--- src/hebe_pkg.sv ---
`default_nettype none

package hebe_pkg;

  localparam int line_w        = 512;
  localparam int lanes         = 32;
  localparam int elem_w        = 16;
  localparam int conf_w        = 32;
  localparam int conf_per_line = 16;

  typedef enum logic [2:0] {
    op_pass,
    op_add,
    op_sub,
    op_mul,
    op_xor,
    op_max,
    op_min,
    op_clr
  } lane_op_e;

  typedef struct packed {
    logic                     kind;  // Zero for a lane word.
    logic [$clog2(lanes)-1:0] lane;
    lane_op_e                 op;
    logic [6:0]               rsvd;
    logic [elem_w-1:0]        imm;
  } lane_conf_s;

  typedef struct packed {
    logic              kind;  // One for a global word.
    logic [conf_w-6:0] rsvd;
    logic [3:0]        shift;
  } glob_conf_s;

  // Bit 31 selects which of the two views applies.
  typedef union packed {
    lane_conf_s lane;
    glob_conf_s glob;
  } conf_word_u;

  typedef struct packed {
    logic       valid;
    conf_word_u word;
  } conf_bus_s;

  typedef struct packed {
    logic              valid;
    logic [line_w-1:0] data;
  } line_bus_s;

  typedef struct packed {
    lane_op_e          op;
    logic [elem_w-1:0] imm;
  } lane_cfg_s;

endpackage

`default_nettype wire

--- src/hebe_out32.sv ---
`timescale 1ns/1ps
`default_nettype none

module hebe_out32 (
  input  logic                        clk,
  input  logic                        rst,
  input  hebe_pkg::line_bus_s         result,
  input  logic                        fetch_done,
  output logic                        out_wr,
  output logic [hebe_pkg::line_w-1:0] out_data,
  output logic                        done
);
  import hebe_pkg::*;

  logic              fd_q;
  logic              done_q;
  logic [line_w-1:0] data_q;

  always_ff @(posedge clk) begin
    if (rst) begin
      out_wr <= 1'b0;
      fd_q   <= 1'b0;
      done_q <= 1'b0;
    end else begin
      out_wr <= result.valid;
      fd_q   <= fetch_done;
      done_q <= done_q | fd_q;  // Covers the two lines still in the pipeline.
    end
  end

  always_ff @(posedge clk) begin
    if (result.valid) begin
      data_q <= result.data;
    end
  end

  assign out_data = data_q;
  assign done     = done_q;

endmodule

`default_nettype wire

--- config.mk ---
export PLATFORM = sky130hd
export DESIGN_NAME = hebe_out32
export DESIGN_NICKNAME = d
export VERILOG_FILES = /design/src/hebe_pkg.sv /design/src/hebe_out32.sv
export SDC_FILE = /design/constraint.sdc
export NUM_CORES = 1
export LEC_CHECK = 0
export ABC_AREA = 1
export BUFFER_PORTS_ARGS = -buffer_cell sky130_fd_sc_hd__buf_2
export CAP_MARGIN = 0
export CORE_AREA = 2 2 398 400
export CTS_BUF_LIST = sky130_fd_sc_hd__clkbuf_16
export DETAILED_ROUTE_END_ITERATION = 8
export DIE_AREA = 0 0 400 402
export PLACE_DENSITY_LB_ADDON = 0.08
export SYNTH_ARGS = -nofsm -noshare
export SYNTH_HDL_FRONTEND = slang
export SYNTH_SLANG_ARGS = --single-unit
--- constraint.sdc ---
create_clock -name clk -period 0.8 [get_ports clk]
set_input_delay 0.12 -clock clk [delete_from_list [all_inputs] [get_ports clk]]
set_output_delay 0.12 -clock clk [all_outputs]
set_load 0.005 [all_outputs]
==> impl_metrics.env <==
export IMPL_dp_slack_ps=-318
export IMPL_vdd_drop_max_mv=1.35
export IMPL_hpwl_um=59200
export IMPL_startpoint_type="flip-flop"
export IMPL_regToRegStartpoint="done$_SDFF_PP0_"
export IMPL_synth_common_cells="edfxtp_1, nor2_1, dfxtp_1, inv_1"
export IMPL_critPathTopFamily="flip-flops"
export IMPL_die_x_um=400
export IMPL_min_period_ps=1430
export IMPL_drt_wl_total_um=73600
export IMPL_drt_drc_violations_left=0
export IMPL_setup_viol=516
export IMPL_outcome="finished, violations left"
export IMPL_routedWlPerCell_um=17.1
export IMPL_worstPathArrival_ps=1310
export IMPL_cts_buffer_depth=3
export IMPL_synth_avg_cell_area_sq_um=29.7
export IMPL_syn_num_nets=1037
export IMPL_end_kind="output pin"
export IMPL_core_area_sq_um=157000
export IMPL_dr_pass1_iters=4
export IMPL_slew_headroom=0.805
export IMPL_ys_seq_elements=515
export IMPL_layout_setup_ws_ps=-626
export IMPL_final_antenna_net_count=0
export IMPL_crit_cells=1
export IMPL_io_buffers=1029
export IMPL_place_inst=3658
export IMPL_via_per_inst=2.77
export IMPL_slowest_delay_ps=500
export IMPL_hold_viol_final=0
export IMPL_cts_tree="built"
export IMPL_cp_cell_sequence="buf_2"
export IMPL_cts_sinks=515
export IMPL_period_share=1.78
export IMPL_critical_path_max_fanout=2
export IMPL_antenna_found_initial=13
export IMPL_gp_congestion=0.749
export IMPL_cts_max_level=3
export IMPL_layout_nets=2691
export IMPL_rrSetupSlack_ps=260
export IMPL_ys_async_sr_fraction=0
export IMPL_failed_checks="setup timing"
export IMPL_drive_above_1_share=0.520
export IMPL_num_rows=146
export IMPL_syn_to_final_growth_pct=102
export IMPL_grt_first_pass_wirelength_um=99700
export IMPL_yosysTopAreaCellShare=0.995
export IMPL_io_pins=1030
export IMPL_hold_class="in -> reg"
export IMPL_endpoint="out_data[198]"
export IMPL_synthFlopType="edfxtp_1"
export IMPL_cts_setup_buffers=0
export IMPL_drt_initial_drc_count=417
export IMPL_die_h_um=402
export IMPL_tns_ps=-234270
export IMPL_syn_inst=521
export IMPL_skew_ps=0.0248
export IMPL_power_density_nw_per_um2=2250
export IMPL_rsz0062_at_grt="true"
export IMPL_synth_top_cells_by_area="edfxtp_1, dfxtp_1, nor2_1"
export IMPL_cts_buffers=72
export IMPL_clk_latency_ps=630
export IMPL_reg2reg_depth=2
export IMPL_utilization=0.198
export IMPL_synth_most_common_cell="edfxtp_1"
export IMPL_r2r_end="done$_SDFF_PP0_"
export IMPL_instances_no_fill=4300
export IMPL_clock_fmax_mhz=701
export IMPL_synth_edff_count=512
export IMPL_die_area_sq_um=161000
export IMPL_yosysWarnings=0
export IMPL_start_util=0.0984
export IMPL_grt_usage=0.0883
export IMPL_cap_violations=0
export IMPL_worstSetupPathType="reg -> out"
export IMPL_yosysSeqAreaShare=0.999
export IMPL_crit_path_start="out_data[198]$_DFFE_PP_"
export IMPL_yosysTopAreaCell="edfxtp_1"
export IMPL_overflow=0
export IMPL_grt_pass1_vias=13700
export IMPL_synth_cell_types=4
export IMPL_grt_max_degree=41
export IMPL_cp_buffers_inverters=1
export IMPL_slew_violations=0
export IMPL_required_ps=680
export IMPL_path_clk_slew_ps=50
export IMPL_num_vias=11900
export IMPL_p_leak_nw=12.7
export IMPL_slowest_stage="edfxtp_1"
export IMPL_root_buffer="clkbuf_16"
export IMPL_syn_area_sq_um=15500
export IMPL_worstMarginPinSlew_ps=291
==> metal layers <==
metal | part of all wire | up-vias | GRT usage
met4 | 0.027 | 4 | 0.0286
li1 | - | 5464 | -
met3 | 0.099 | 111 | 0.0407
met5 | 0.00037 | - | 0
met1 | 0.32 | 5777 | 0.0791
met2 | 0.55 | 573 | 0.171
==> cell usage in the layout (no fill, tap or decap) <==
master and count:
buf_2 1000, clkinv_1 12, buf_6 28, clkinv_8 3, inv_16 1, clkinv_2 6
dlygate4sd3_1 516, inv_6 1, bufinv_16 4, nor2_1 4, dfxtp_1 2, buf_4 24
clkinvlp_4 1, edfxtp_1 512, buf_12 11, buf_8 1, clkbuf_16 74, inv_1 23
clkinv_4 1, diode_2 3, dfxtp_2 1
==> registers in the layout (all words and copies together), names as in the netlist <==
register,count
out_data,512
done,1
fd_q,1
out_wr,1
==> report_power, final <==
group,switching (mW),internal [mW],total [mW],leakage [nW]
Combinational,3.18,4.14,7.32,6.50
Clock,12.3,18.0,30.3,1.16
Sequential,0.576,32.1,32.7,5.04
Total,16.1,54.2,70.3,12.7
==> timing repair <==
action / 4_1_cts / 5_1_grt
hold buffers: 516 / 2
endpoints found under the hold margin: 517 / 2
resized for setup: 32 / 18
endpoints found under the setup margin: 514 / 516
==> cell type report <==
class / count / area [sq um]
antenna: 3 / 7.51
clock buffer: 74 / 1850
clock inverter: 50 / 368
fill: 17100 / 126000
inverter: 2 / 7.51
multi-input combinational: 4 / 15.0
sequential: 515 / 15400
tap: 2072 / 2590
timing repair buffer: 1580 / 10900
==> worst min path at each step <==
stage	start	endpoint	slack, ps	cells past startpoint
after floorplan	rst	fd_q$_SDFF_PP0_	190	1
after global placement	result[209]	out_data[209]$_DFFE_PP_	300	1
after detailed placement	result[214]	out_data[214]$_DFFE_PP_	300	1
after CTS	result[512]	out_data[310]$_DFFE_PP_	40	3
after global routing	result[512]	out_data[310]$_DFFE_PP_	50	3
final	result[512]	out_data[310]$_DFFE_PP_	90	3
==> cells by family (layout without fill, tap and decap cells) <==
| kind of cell | Yosys count | in the layout | share of synthesized area |
|---|---|---|---|
| flip-flops | 515 | 515 | 0.999 |
| AND/OR/NAND/NOR | 4 | 4 | 0.000971 |
| buffers and inverters | 2 | 1706 | 0.000486 |
| other | 0 | 3 | 0 |
==> through the flow <==
step,total power [mW],hold WS [ps],area (sq um)
floorplan,33.5,191,15500
global placement,38.5,296,23600
global route,73.7,49.5,31200
CTS,72.3,35.8,31100
finish,70.3,94.3,31200
detailed placement,38.5,298,23600
Power figures use the tool's default switching activity.
