<file path="src/hebe_pkg.sv">
`default_nettype none

package hebe_pkg;

  localparam int line_w        = 512;
  localparam int lanes         = 32;
  localparam int elem_w        = 16;
  localparam int conf_w        = 32;
  localparam int conf_per_line = 16;

  typedef enum logic [2:0] {
    op_pass,
    op_add,
    op_sub,
    op_mul,
    op_xor,
    op_max,
    op_min,
    op_clr
  } lane_op_e;

  typedef struct packed {
    logic                     kind;  // Zero for a lane word.
    logic [$clog2(lanes)-1:0] lane;
    lane_op_e                 op;
    logic [6:0]               rsvd;
    logic [elem_w-1:0]        imm;
  } lane_conf_s;

  typedef struct packed {
    logic              kind;  // One for a global word.
    logic [conf_w-6:0] rsvd;
    logic [3:0]        shift;
  } glob_conf_s;

  // Bit 31 selects which of the two views applies.
  typedef union packed {
    lane_conf_s lane;
    glob_conf_s glob;
  } conf_word_u;

  typedef struct packed {
    logic       valid;
    conf_word_u word;
  } conf_bus_s;

  typedef struct packed {
    logic              valid;
    logic [line_w-1:0] data;
  } line_bus_s;

  typedef struct packed {
    lane_op_e          op;
    logic [elem_w-1:0] imm;
  } lane_cfg_s;

endpackage

`default_nettype wire

</file>
<file path="src/hebe_in32.sv">
`timescale 1ns/1ps
`default_nettype none

module hebe_in32 (
  input  logic                        clk,
  input  logic                        rst,
  input  logic                        start,
  input  logic [31:0]                 num_data,
  input  logic [31:0]                 num_conf,
  input  logic                        available_read,
  input  logic                        out_rdy,
  input  logic [hebe_pkg::line_w-1:0] rd_data,
  output logic                        req_rd_data,
  output hebe_pkg::conf_bus_s         conf,
  output hebe_pkg::line_bus_s         line,
  output logic                        fetch_done
);
  import hebe_pkg::*;

  enum logic [1:0] {st_wait, st_read, st_done} state;

  logic [$clog2(conf_per_line)-1:0] widx;
  logic [31:0]                      cnt_conf;
  logic [31:0]                      cnt_data;
  logic                             rd_valid;
  logic [line_w-1:0]                line_q;
  logic [line_w-1:0]                src;
  conf_word_u                       word;
  logic                             conf_left;
  logic                             last_word;
  logic                             issue;
  logic                             conf_valid_q;
  conf_word_u                       conf_word_q;

  // The fresh line is on rd_data only in the cycle after the request.
  assign src       = rd_valid ? rd_data : line_q;
  assign word      = src[widx*conf_w +: conf_w];
  assign conf_left = cnt_conf < num_conf;

  // Leftover words in a line are dropped after the last configuration word.
  assign last_word = (&widx) || (cnt_conf + 32'd1 >= num_conf);

  // A held data line goes out in the first cycle the output side has room.
  assign issue = start && (state == st_read) && !req_rd_data && !rd_valid && !conf_left &&
                 out_rdy;

  always_ff @(posedge clk) begin
    if (rst) begin
      state        <= st_wait;
      req_rd_data  <= 1'b0;
      rd_valid     <= 1'b0;
      cnt_conf     <= '0;
      cnt_data     <= '0;
      widx         <= '0;
      conf_valid_q <= 1'b0;
    end else begin
      req_rd_data  <= 1'b0;
      conf_valid_q <= 1'b0;
      rd_valid     <= req_rd_data;
      if (start) begin
        case (state)
          st_wait: begin
            if (cnt_data >= num_data) begin
              state <= st_done;
            end else if (available_read) begin
              req_rd_data <= 1'b1;
              state       <= st_read;
            end
          end
          st_read: begin
            if (conf_left && !req_rd_data) begin  // The requested line is not here yet.
              conf_valid_q <= 1'b1;
              cnt_conf     <= cnt_conf + 32'd1;
              widx         <= widx + 1'b1;
              if (last_word) begin
                widx  <= '0;
                state <= st_wait;  // Fetch the next line from the wait state.
              end
            end else if (issue) begin
              cnt_data <= cnt_data + lanes;  // One line carries 32 elements.
              state    <= st_wait;
            end
          end
          default: begin
            state <= st_done;
          end
        endcase
      end
    end
  end

  always_ff @(posedge clk) begin
    if (rd_valid) begin
      line_q <= rd_data;
    end
    conf_word_q <= word;
  end

  assign conf       = '{valid: conf_valid_q, word: conf_word_q};
  assign line       = '{valid: issue, data: line_q};
  assign fetch_done = (state == st_done);

endmodule

`default_nettype wire

</file>
<file path="config.mk">
export PLATFORM = sky130hd
export DESIGN_NAME = hebe_in32
export DESIGN_NICKNAME = d
export VERILOG_FILES = /design/src/hebe_pkg.sv /design/src/hebe_in32.sv
export SDC_FILE = /design/constraint.sdc
export NUM_CORES = 1
export LEC_CHECK = 0
export BUFFER_PORTS_ARGS = -buffer_cell sky130_fd_sc_hd__buf_2
export CAP_MARGIN = 10
export CORE_AREA = 4 4 444 446
export DETAILED_ROUTE_END_ITERATION = 16
export DIE_AREA = 0 0 448 450
export SETUP_SLACK_MARGIN = 0.02
export SYNTH_ARGS = -nofsm -noshare
export SYNTH_HDL_FRONTEND = slang
export SYNTH_SLANG_ARGS = --single-unit
</file>
<file path="constraint.sdc">
create_clock -name clk -period 10.8 [get_ports clk]
set_input_delay 1.08 -clock clk [delete_from_list [all_inputs] [get_ports clk]]
set_output_delay 1.08 -clock clk [all_outputs]
set_load 0.05 [all_outputs]
</file>
==> out/metrics.yaml <==
grt_pass1_wl_um: 221000
slew_headroom: 0.253
crit_arrival_ns: 4.06
hold_class: "flop to flop"
grt_max_degree: 142
synth_compound_area_frac: 0.0491
dpl_cell_area_um2: 36100
postCtsSetupRepairBufs: 0
holdPathStages: 1
rows: 161
yosysMostFrequentCell: "mux2_2"
rr_worst_depth: 14
initial_core_util: 0.144
design_area_um2: 38900
route.met2.wl_um: 86100
regArea_um2: 12300
port-buffer-count: 1128
synth-edff-count: 0
drive_gt1_frac: 0.591
fillers: 21110
worstPathMaxFanout: 7
ff2ff_setup_slack_ns: 6.20
synth_top_family_by_area: "multiplexers"
fmaxAchievable_ghz: 0.194
cts_buffers: 75
max_cap_violations: 0
whs_ns: 0.489
path_delay_family: "simple AND/OR/NAND/NOR gates"
vdd_drop_max_uv: 130
crit_chain: "buf_2, inv_1, ha_1, nand4_1, nor4_2, nand2_1, o32a_1, and3_1, nor2_2, buf_2"
timing.final.crit_period_ns: 5.14
met1_length_um: 60700
clockBufferDepth: 3
yosys.area.top_type_share: 0.442
yosys.area_share.xor_xnor: 0.00979
netlist_top_cells_count: "mux2_2, dfxtp_1, nor2_1, ha_1, inv_1"
insertion_delay_ns: 0.71
final-instance-count-excl-fill: 6155
place.gp.congestion: 0.964
hold_violations: 0
cp_data_required_time_ns: 9.72
yosysSeqAreaShare: 0.442
root_buffer: "clkbuf_16"
slowest_stage: "nor4_2"
r2r_start: "cnt_conf[0]"
cts.clk_slew.worst_paths_ns: 0.05
grt_usage: 0.163
dr.first_iter.drc_count: 2111
power_switching_mw: 4.79
status: "completed"
synthCells: 2397
viasPerCell: 4.03
cts_tree: "built"
cellLeakagePower_nw: 16.9
p_sw_frac: 0.461
dp_hpwl_um: 147000
fin_skew_ns: 0.0328
min_period_over_period: 0.476
seq_power_share: 0.308
wire_per_inst_um: 28.1
fin_nets: 4152
gr-total-overflow: 0
firstDrtPassIters: 5
tightest_slew_ns: 1.12
die-height_um: 450
synthSimpleGateAreaFrac: 0.0790
ys_seq_elements: 612
dpl_worst_slack_ns: 5.52
synth_fa_ha_area_frac: 0.0424
rsz0062_at_grt: "no"
synth_ff_type: "dfxtp_1"
syn_to_final_growth_pct: 40.1
io_pins: 1129
crit_top_cell: "buf_2"
r2r-end: "widx[3]"
slew_viol_final: 0
cts-htree-levels: 3
avgSynthCellArea_um2: 11.6
ant_nets: 0
internal_power_mw: 5.60
hp-start: "line_q[87]"
syn_area_um2: 27700
cts.sinks: 612
startpoint_type: "input port"
multi_input_area_um2: 14500
endpoint_kind: "output port"
synthTopCellsByArea: "dfxtp_1, mux2_2, mux4_2"
die_area_um2: 202000
p_clk_frac: 0.252
top_layer: "met5"
place_inst: 5926
vias: 24815
wl_met3_um: 17100
ctsHoldBuffers: 0
finalSetupTns_ns: 0
synthMuxAreaShare: 0.344
core-area_um2: 193000
setup_violations: 0
critPathKind: "input port to output port"
die_w_um: 448
fin_ws_ns: 5.66
synth_cell_types: 71
yosysWarnings: 0
drc: 0
synthesis.nets: 3072
wl_um: 173000
grt_pass1_vias: 23899
antenna_found_initial: 193
p_per_area_nw_per_um2: 267
synth_area_leader_cell: "dfxtp_1"
crit_buf_inv: 3
post_cts_resized: 0
async_flop_share: 0
power_frac_comb: 0.440
slowest_delay_ns: 0.70
holdPathEnd: "line_q[87]"
-- cell usage in the layout, fill, tap and decap left out, types with 12 or more instances in the layout --
cell / Yosys / layout
mux4_2: 64 / 64
o311ai_0: 22 / 22
nand2_1: 55 / 55
buf_2: 43 / 1128
diode_2: 0 / 104
o21ai_0: 36 / 36
nor2_1: 219 / 219
clkbuf_1: 77 / 15
clkbuf_16: 0 / 75
inv_1: 79 / 78
nor2b_1: 12 / 12
ha_1: 94 / 94
nand3_1: 37 / 37
or2_2: 15 / 15
or3_1: 18 / 18
xnor2_1: 23 / 23
buf_4: 2 / 23
nand4_1: 18 / 18
o211ai_1: 14 / 14
and3_1: 17 / 17
dfxtp_1: 612 / 607
a21oi_1: 55 / 55
o41ai_1: 14 / 14
mux2_2: 719 / 719
-- power groups by stage --
stage	Clock (mW)	Combinational, mW	Sequential [mW]
3_5_place_dp	0	4.59	3.24
2_1_floorplan	0	1.03	5.26
3_3_place_gp	0	4.58	3.21
6_report	2.62	4.57	3.20
5_1_grt	2.78	4.72	3.26
4_1_cts	2.70	4.61	3.19
-- layer usage --
metal,GRT usage,up-vias
li1,-,10966
met4,0.0843,64
met1,0.171,12105
met5,0,-
met2,0.281,1283
met3,0.0642,397
-- sequential cells by signal (all words and copies together), names as in the netlist --
register      count
widx              4
conf_valid_q      1
cnt_conf         32
state             2
line_q          512
conf_word_q      32
req_rd_data       1
cnt_data         27
rd_valid          1
-- cells by family after synthesis --
| group | after synthesis |
|---|---|
| XOR/XNOR | 31 |
| flip-flops | 612 |
| adder cells (fa/ha/maj) | 94 |
| buffers and inverters | 229 |
| multiplexers | 784 |
| AO/OA/AOI/OAI | 199 |
| AND/OR/NAND/NOR | 448 |
-- area by class of cell --
cell class                      count  share of cell area
Antenna cell                      104             0.00670
Clock buffer                      100              0.0533
Clock inverter                     25              0.0105
Inverter                           80             0.00792
Multi-Input combinational cell   1556               0.374
Sequential cell                   612               0.316
Tap cell                         2526              0.0813
Timing Repair Buffer             1152               0.150
-- worst max-delay path by stage --
stage                             from  slack (ns)  depth (start not counted)         to
final                     num_conf[30]        5.66                         10  line[512]
after global placement    num_conf[30]        5.49                         10  line[512]
after floorplan           num_conf[29]        6.63                         11  line[512]
after CTS                 num_conf[30]        5.51                         10  line[512]
after detailed placement  num_conf[30]        5.52                         10  line[512]
after global routing      num_conf[30]        5.50                         10  line[512]
-- per-stage QoR --
step	total power, mW	util
final	10.4	0.202
after global routing	10.8	0.201
after CTS	10.5	0.200
after detailed placement	7.83	0.188
after global placement	7.79	0.188
after floorplan	6.29	-
(Power assumes the default switching activity.)
