--- src/hebe_pkg.sv ---
`default_nettype none

package hebe_pkg;

  localparam int line_w        = 512;
  localparam int lanes         = 32;
  localparam int elem_w        = 16;
  localparam int conf_w        = 32;
  localparam int conf_per_line = 16;

  typedef enum logic [2:0] {
    op_pass,
    op_add,
    op_sub,
    op_mul,
    op_xor,
    op_max,
    op_min,
    op_clr
  } lane_op_e;

  typedef struct packed {
    logic                     kind;  // Zero for a lane word.
    logic [$clog2(lanes)-1:0] lane;
    lane_op_e                 op;
    logic [6:0]               rsvd;
    logic [elem_w-1:0]        imm;
  } lane_conf_s;

  typedef struct packed {
    logic              kind;  // One for a global word.
    logic [conf_w-6:0] rsvd;
    logic [3:0]        shift;
  } glob_conf_s;

  // Bit 31 selects which of the two views applies.
  typedef union packed {
    lane_conf_s lane;
    glob_conf_s glob;
  } conf_word_u;

  typedef struct packed {
    logic       valid;
    conf_word_u word;
  } conf_bus_s;

  typedef struct packed {
    logic              valid;
    logic [line_w-1:0] data;
  } line_bus_s;

  typedef struct packed {
    lane_op_e          op;
    logic [elem_w-1:0] imm;
  } lane_cfg_s;

endpackage

`default_nettype wire

--- src/hebe_conf.sv ---
`timescale 1ns/1ps
`default_nettype none

module hebe_conf (
  input  logic                                       clk,
  input  logic                                       rst,
  input  hebe_pkg::conf_bus_s                        conf,
  output hebe_pkg::lane_cfg_s [hebe_pkg::lanes-1:0]  lane_cfg,
  output logic [3:0]                                 shift
);
  import hebe_pkg::*;

  lane_conf_s lane_word;
  glob_conf_s glob_word;

  // Both views of the same word.
  assign lane_word = conf.word.lane;
  assign glob_word = conf.word.glob;

  always_ff @(posedge clk) begin
    if (rst) begin
      for (int i = 0; i < lanes; i++) begin
        lane_cfg[i].op  <= op_pass;
        lane_cfg[i].imm <= '0;
      end
      shift <= '0;
    end else if (conf.valid) begin
      if (glob_word.kind) begin
        shift <= glob_word.shift;  // Applies to every lane.
      end else begin
        lane_cfg[lane_word.lane].op  <= lane_word.op;
        lane_cfg[lane_word.lane].imm <= lane_word.imm;
      end
    end
  end

endmodule

`default_nettype wire

--- config.mk ---
export PLATFORM = sky130hd
export DESIGN_NAME = hebe_conf
export DESIGN_NICKNAME = d
export VERILOG_FILES = /design/src/hebe_pkg.sv /design/src/hebe_conf.sv
export SDC_FILE = /design/constraint.sdc
export NUM_CORES = 1
export LEC_CHECK = 0
export CAP_MARGIN = 20
export CORE_AREA = 4 4 249 251
export CTS_BUF_LIST = sky130_fd_sc_hd__clkbuf_8 sky130_fd_sc_hd__clkbuf_16
export DETAILED_ROUTE_END_ITERATION = 10
export DIE_AREA = 0 0 253 255
export DONT_BUFFER_PORTS = 1
export PLACE_DENSITY = 0.56
export SYNTH_ARGS = -nofsm -noshare
export SYNTH_HDL_FRONTEND = slang
export SYNTH_SLANG_ARGS = --single-unit
--- constraint.sdc ---
create_clock -name clk -period 1.9 [get_ports clk]
set_clock_uncertainty 0.05 [all_clocks]
set_input_delay 0.38 -clock clk [delete_from_list [all_inputs] [get_ports clk]]
set_output_delay 0.38 -clock clk [all_outputs]
set_load 0.05 [all_outputs]
==> results of run 1 <==
-- placed cells by master, fill, tap and decap left out, drive strengths merged --
master,n
and3,1
and4b,1
clkinvlp,2
nor4b,1
dlygate4sd3,153
clkinv,13
nor3b,3
nand2,37
nor3,1
clkbuf,86
and3b,3
inv,16
bufinv,5
mux2i,608
nand2b,627
and2,2
and4bb,2
a21oi,4
buf,33
nand3,4
dfxtp,612
-- registers in the layout (all words and copies together) (netlist names) --
| register | count |
|---|---|
| lane_cfg | 608 |
| shift | 4 |
-- metal layers --
metal,track usage,up-vias,part of all wire
met5,0,-,0
met4,0.08999,0,0.036
met3,0.09521,125,0.095
met2,0.3890,523,0.47
met1,0.2721,7641,0.39
li1,-,7028,-
-- final timing paths --
kind | startpoint | endpoint | slack [ns] | depth (start not counted)
max | conf[3] | shift[3] | -0.01 | 5
min | conf[24] | lane_cfg[93] | 0.14 | 3
max reg2reg | shift[3] | shift[3] | 0.17 | 3
min reg2reg | lane_cfg[414] | lane_cfg[414] | 0.65 | 3
-- layout make-up --
type                            instances  share of cell area
Sequential cell                       612              0.4348
Timing Repair Buffer                  186             0.07185
Clock buffer                           86             0.06959
Tap cell                              782             0.03473
Clock inverter                         36             0.01235
Multi-Input combinational cell       1294              0.3767
-- synthesized netlist by cell type --
master,n
buf_6,32
and4bb_2,1
and4bb_4,1
mux2i_1,608
nand2_1,6
and3b_1,3
clkbuf_1,126
a21oi_1,4
nor4b_4,1
nand2b_1,627
buf_4,7
buf_12,2
nor3_4,1
dfxtp_1,612
clkbuf_2,1
nor3b_1,3
and2_1,2
nand2_2,1
nand2_4,30
nand3_1,4
and3_1,1
and4b_1,1
buf_2,6
-- metrics by stage --
step / TNS (ns) / utilization / cells / worst slack, ns
floorplan: 0 / - / 2080 / 0.2536
global placement: 0 / 0.4057 / 2720 / 0.1961
detailed placement: 0 / 0.4057 / 2720 / 0.1815
CTS: 0 / 0.4703 / 2996 / 0.07304
global route: 0 / 0.4703 / 2996 / 0.01450
finish: -0.01164 / 0.4703 / 2996 / -0.01164
-- cells by family (layout without fill, tap and decap cells) --
group	count (synthesis)	in the layout
and+or+nand+nor	682	682
AOI/OAI and AO/OA	4	4
buffers and inverters	174	308
DFF	612	612
muxes	608	608
-- critical path: cells and delay by family --
family	cells	cell delay, ns
buffers and inverters	3	1.79
AO/OA/AOI/OAI	1	0.08
AND/OR/NAND/NOR	1	0.09
-- power groups by stage --
stage | Combinational [uW] | Clock [uW] | Sequential (uW)
final | 945 | 13400 | 13100
after global routing | 973 | 14300 | 13100
after CTS | 937 | 13700 | 13100
after detailed placement | 848 | 0 | 13400
after global placement | 842 | 0 | 13400
after floorplan | 660 | 0 | 13400
-- repair_timing --
| item | in CTS | in global routing |
|---|---|---|
| gates resized for setup | 0 | 1 |
| hold buffers | 154 | 0 |
| setup endpoints to repair | 0 | 1 |
| hold endpoints to repair | 267 | 0 |
==> flow_summary.ini, run 1 <==
[worst_setup_path]
cp_data_arrival_time_ns = 2.34
critPathMaxFanout = 2
critPathKind = in -> reg
cpPeakStageDelay_ns = 0.62
crit_path_frequent_cell = dlygate4sd3_1
crit_required_ns = 2.33
end_kind = flip-flop
cp-start-kind = input pin
crit_slowest_cell = dlygate4sd3_1
path_cells = dlygate4sd3_1, nand3_1, dlygate4sd3_1, a21oi_2, dlygate4sd3_1

[finish]
diodes = 0
ff_latch_area_um2 = 12250
drive_above_1_share = 0.09033
multi_input_area_um2 = 10610
syn_to_final_growth_pct = 18.51
fillers = 5418
finalInstanceArea_um2 = 28180
fin_nets = 2197

[routing]
vias_per_cell = 5.112
drc = 0
drt_iter0_markers = 830
wl_per_cell_um = 26.61
antenna_left = 0
first_pass_iters = 5
via_count = 15320
postRouteWirelength_mm = 79.74

[min_path]
hold_class = in -> reg

[grt]
gr-total-overflow = 0
grt_pass1_vias = 15740
grt_max_degree = 500
antenna_found_initial = 3
groute.usage.overall = 0.2340
grt_pass1_wl_mm = 112.1

[run_status]
violations = setup timing
status = complete, but fails checks

[sta]
finalHoldViolCount = 0
whs_ns = 0.1449
fmax_mhz = 523.1
tightest_slew_ns = 1.170
drv_slew = 0
slew_headroom = 0.2197
setup_viol = 1
fin_crit_ns = 1.912
post-route-period-util = 1.006
rsz0062_at_grt = no
finalWorstSetupSlack_ns = -0.01164

[synth]
synth_cell_type_count = 23
synth_mux_area_frac = 0.2560
synth_compound_area_frac = 0.0008421
yosysTopAreaCell = dfxtp_1
yosysWarnings = 0
synth_top_area_share = 0.5153
synth_area_per_cell_um2 = 11.43
yosysSeqAreaShare = 0.5153
synth_seq_cells = 612
synth_simple_gate_area_frac = 0.1874
synthCells = 2080
synth_top_family_by_area = multiplexers
synth_area_leaders = dfxtp_1 52%, mux2i_1 26%, nand2b_1 16%, clkbuf_1 2.0%, buf_6 1.5%
synth-xor-area-share = 0
syn_nets = 2115
synthAdderAreaFrac = 0
synth_area_um2 = 23770

[cts]
numCtsBuffers = 68
clkSlewWorstSetupHoldPaths_ns = 0.06
cts_max_level = 3
postCtsSetupBuffers = 0
cts_root_buf = clkbuf_16
clock_sinks = 612
cts_tree = done
clkLatencyLatePin_ns = 0.58
clockBufferDepth = 3

[floorplan]
rows = 90
ios = 647
core_um2 = 59910
fp.dieW_um = 253
initial_core_util = 0.3968
die_y_um = 255
die_area_um2 = 64520

[power_and_ir_drop]
leakagePower_uw = 0.01385
p_per_area_nw_per_um2 = 976.7
comb_power_share = 0.034
intPower_uw = 21320
clkPwrFrac = 0.488
power_switching_uw = 6195
power_frac_seq = 0.478
swShare = 0.2251
power_uw = 27520
vdd_drop_max_mv = 0.5854

[placed_design]
place_area_um2 = 24300
gp_congestion = 0.7662
hpwl_mm = 50.18
port_buffers = 0

[job]
cap_viol_max_count = 0
Power figures use the tool's default switching activity.
==> inputs of run 2 (changes only) <==
--- a/config.mk
+++ b/config.mk
@@ -6,12 +6,12 @@
 export NUM_CORES = 1
 export LEC_CHECK = 0
 export CAP_MARGIN = 20
-export CORE_AREA = 4 4 249 251
+export CORE_AREA = 2 2 255 257
 export CTS_BUF_LIST = sky130_fd_sc_hd__clkbuf_8 sky130_fd_sc_hd__clkbuf_16
 export DETAILED_ROUTE_END_ITERATION = 10
-export DIE_AREA = 0 0 253 255
+export DIE_AREA = 0 0 257 259
 export DONT_BUFFER_PORTS = 1
-export PLACE_DENSITY = 0.56
+export PLACE_DENSITY = 0.53
 export SYNTH_ARGS = -nofsm -noshare
 export SYNTH_HDL_FRONTEND = slang
 export SYNTH_SLANG_ARGS = --single-unit
==> run 2 against run 1 <==
The flow finishes with violations (slew limit, setup timing). Sequential share of layout area up 0.49 points. Critical path type unchanged. Clock power about the same. Critical endpoint is now lane_cfg[459]. Combinational power down 1%. Power down 1.3%. Highest routed layer unchanged. Setup slack worse by 0.28 ns. Register-to-register slack better by 0.05 ns. Global-route usage down 0.64 points.
==> flow_summary.ini, run 2 (synthesized netlist as in run 1, its figures left out) <==
[cts]
cts_max_level = 3
cts_root_buf = clkbuf_16
clkSlewWorstSetupHoldPaths_ns = 0.06
clockBufferDepth = 3
postCtsSetupBuffers = 0
cts_hold_buf = 120
clock_sinks = 612
cts_resized = 0
numCtsBuffers = 68
clkLatencyLatePin_ns = 0.58
cts_tree = done

[power_and_ir_drop]
vdd_drop_max_mv = 0.7747
p_per_area_nw_per_um2 = 974.6
leakagePower_uw = 0.01377

[grt]
grt_pass1_wl_mm = 111.9
grt_max_degree = 507
gr-total-overflow = 0
grt_pass1_vias = 15320
groute.usage.overall = 0.2276
antenna_found_initial = 2

[finish]
finalInstanceArea_um2 = 27860
layout_common_cells = 612 x dfxtp_1, 608 x nand2b_1, 608 x mux2i_1
regMostFlops = lane_cfg
finalNonFillerCells = 3031
syn_to_final_growth_pct = 17.20
largestRegisters = lane_cfg x608, shift x4
diodes = 0
mostFrequentLayoutCell = dfxtp_1
drive_above_1_share = 0.08778
fin_nets = 2163
largest_reg_flops = 608

[routing]
drc = 0
via_count = 15080
antenna_left = 0
postRouteWirelength_mm = 78.55
first_pass_iters = 7
wl_per_cell_um = 25.92
vias_per_cell = 4.976
drt_iter0_markers = 801

[worst_setup_path]
path_cells = nand2b_2, buf_4, mux2i_1
critPathKind = in -> reg
cp-start-kind = input pin
crit_required_ns = 2.37
worst_r2r_startpoint = shift[3]
crit_slowest_cell = nand2b_2
startpoint = rst
critPathMaxFanout = 506
cp_data_arrival_time_ns = 2.66
cpPeakStageDelay_ns = 0.91
end_kind = flip-flop

[min_path]
hold_path_startpoint = conf[15]
hold_class = in -> reg

[placed_design]
hpwl_mm = 49.33
gp_congestion = 0.7960
place_area_um2 = 24420
dpl.cell_count = 2793
port_buffers = 0

[sta]
whs_ns = 0.1363
tightest_slew_ns = 1.686
finalHoldViolCount = 0
finalWorstSetupSlack_ns = -0.2954
fin_crit_ns = 2.195
setup_viol = 62
rsz0062_at_grt = no
drv_slew = 188
post-route-period-util = 1.155
slew_headroom = -0.1243
setup-tns-final_ns = -9.186
fmax_mhz = 455.5

[run_status]
violations = slew limit, setup timing
status = complete, but fails checks

[job]
cap_viol_max_count = 0

[floorplan]
die_y_um = 259
ios = 647
die_area_um2 = 66560
rows = 93
initial_core_util = 0.3722
fp.dieW_um = 257
core_um2 = 63880
[run 2: cell types whose count changed in the layout (fill, tap and decap cells not counted), moves of 2 or more]
cell	change
buf_12	+2
inv_6	-2
dlygate4sd3_1	-34
clkinvlp_4	-2
inv_1	+4
buf_4	-2
clkinv_2	-2
clkbuf_8	-2
[run 2: worst max-delay path, delay by kind of cell]
family,cells,cell delay [ns]
and+or+nand+nor,1,0.91
buffers and inverters,1,0.35
muxes,1,0.19
[run 2: final timing paths]
path	end	slack, ns	depth (start not counted)
setup / recovery	lane_cfg[459]	-0.30	3
hold / removal	lane_cfg[547]	0.14	3
setup reg to reg	shift[3]	0.22	3
hold reg to reg	lane_cfg[593]	0.68	2
[run 2: through the flow]
step	setup WS, ns	power [uW]	utilization
floorplan	0.2536	14060	-
global placement	0.1850	14280	0.3823
detailed placement	0.1772	14290	0.3823
CTS	0.09576	27470	0.4362
global route	0.07979	28010	0.4362
finish	-0.2954	27160	0.4362
[run 2: area by class of cell]
type / count / area, um2
sequential: 612 / 12250
clock buffer: 83 / 1908
tap: 855 / 1070
clock inverter: 35 / 315.3
timing repair buffer: 152 / 1709
fill: 5964 / 36020
multi-input combinational: 1294 / 10610
[run 2: metal layers]
layer	global-route usage	part of all wire	vias up
li1	-	-	6932
met2	0.3725	0.47	516
met4	0.09141	0.035	0
met3	0.08387	0.088	125
met1	0.2706	0.40	7509
met5	0	0	-
[run 2: where the power goes]
part	switching, uW	internal, uW	total, uW
Combinational	511	425	936
Clock	5390	7690	13100
Sequential	252	12900	13100
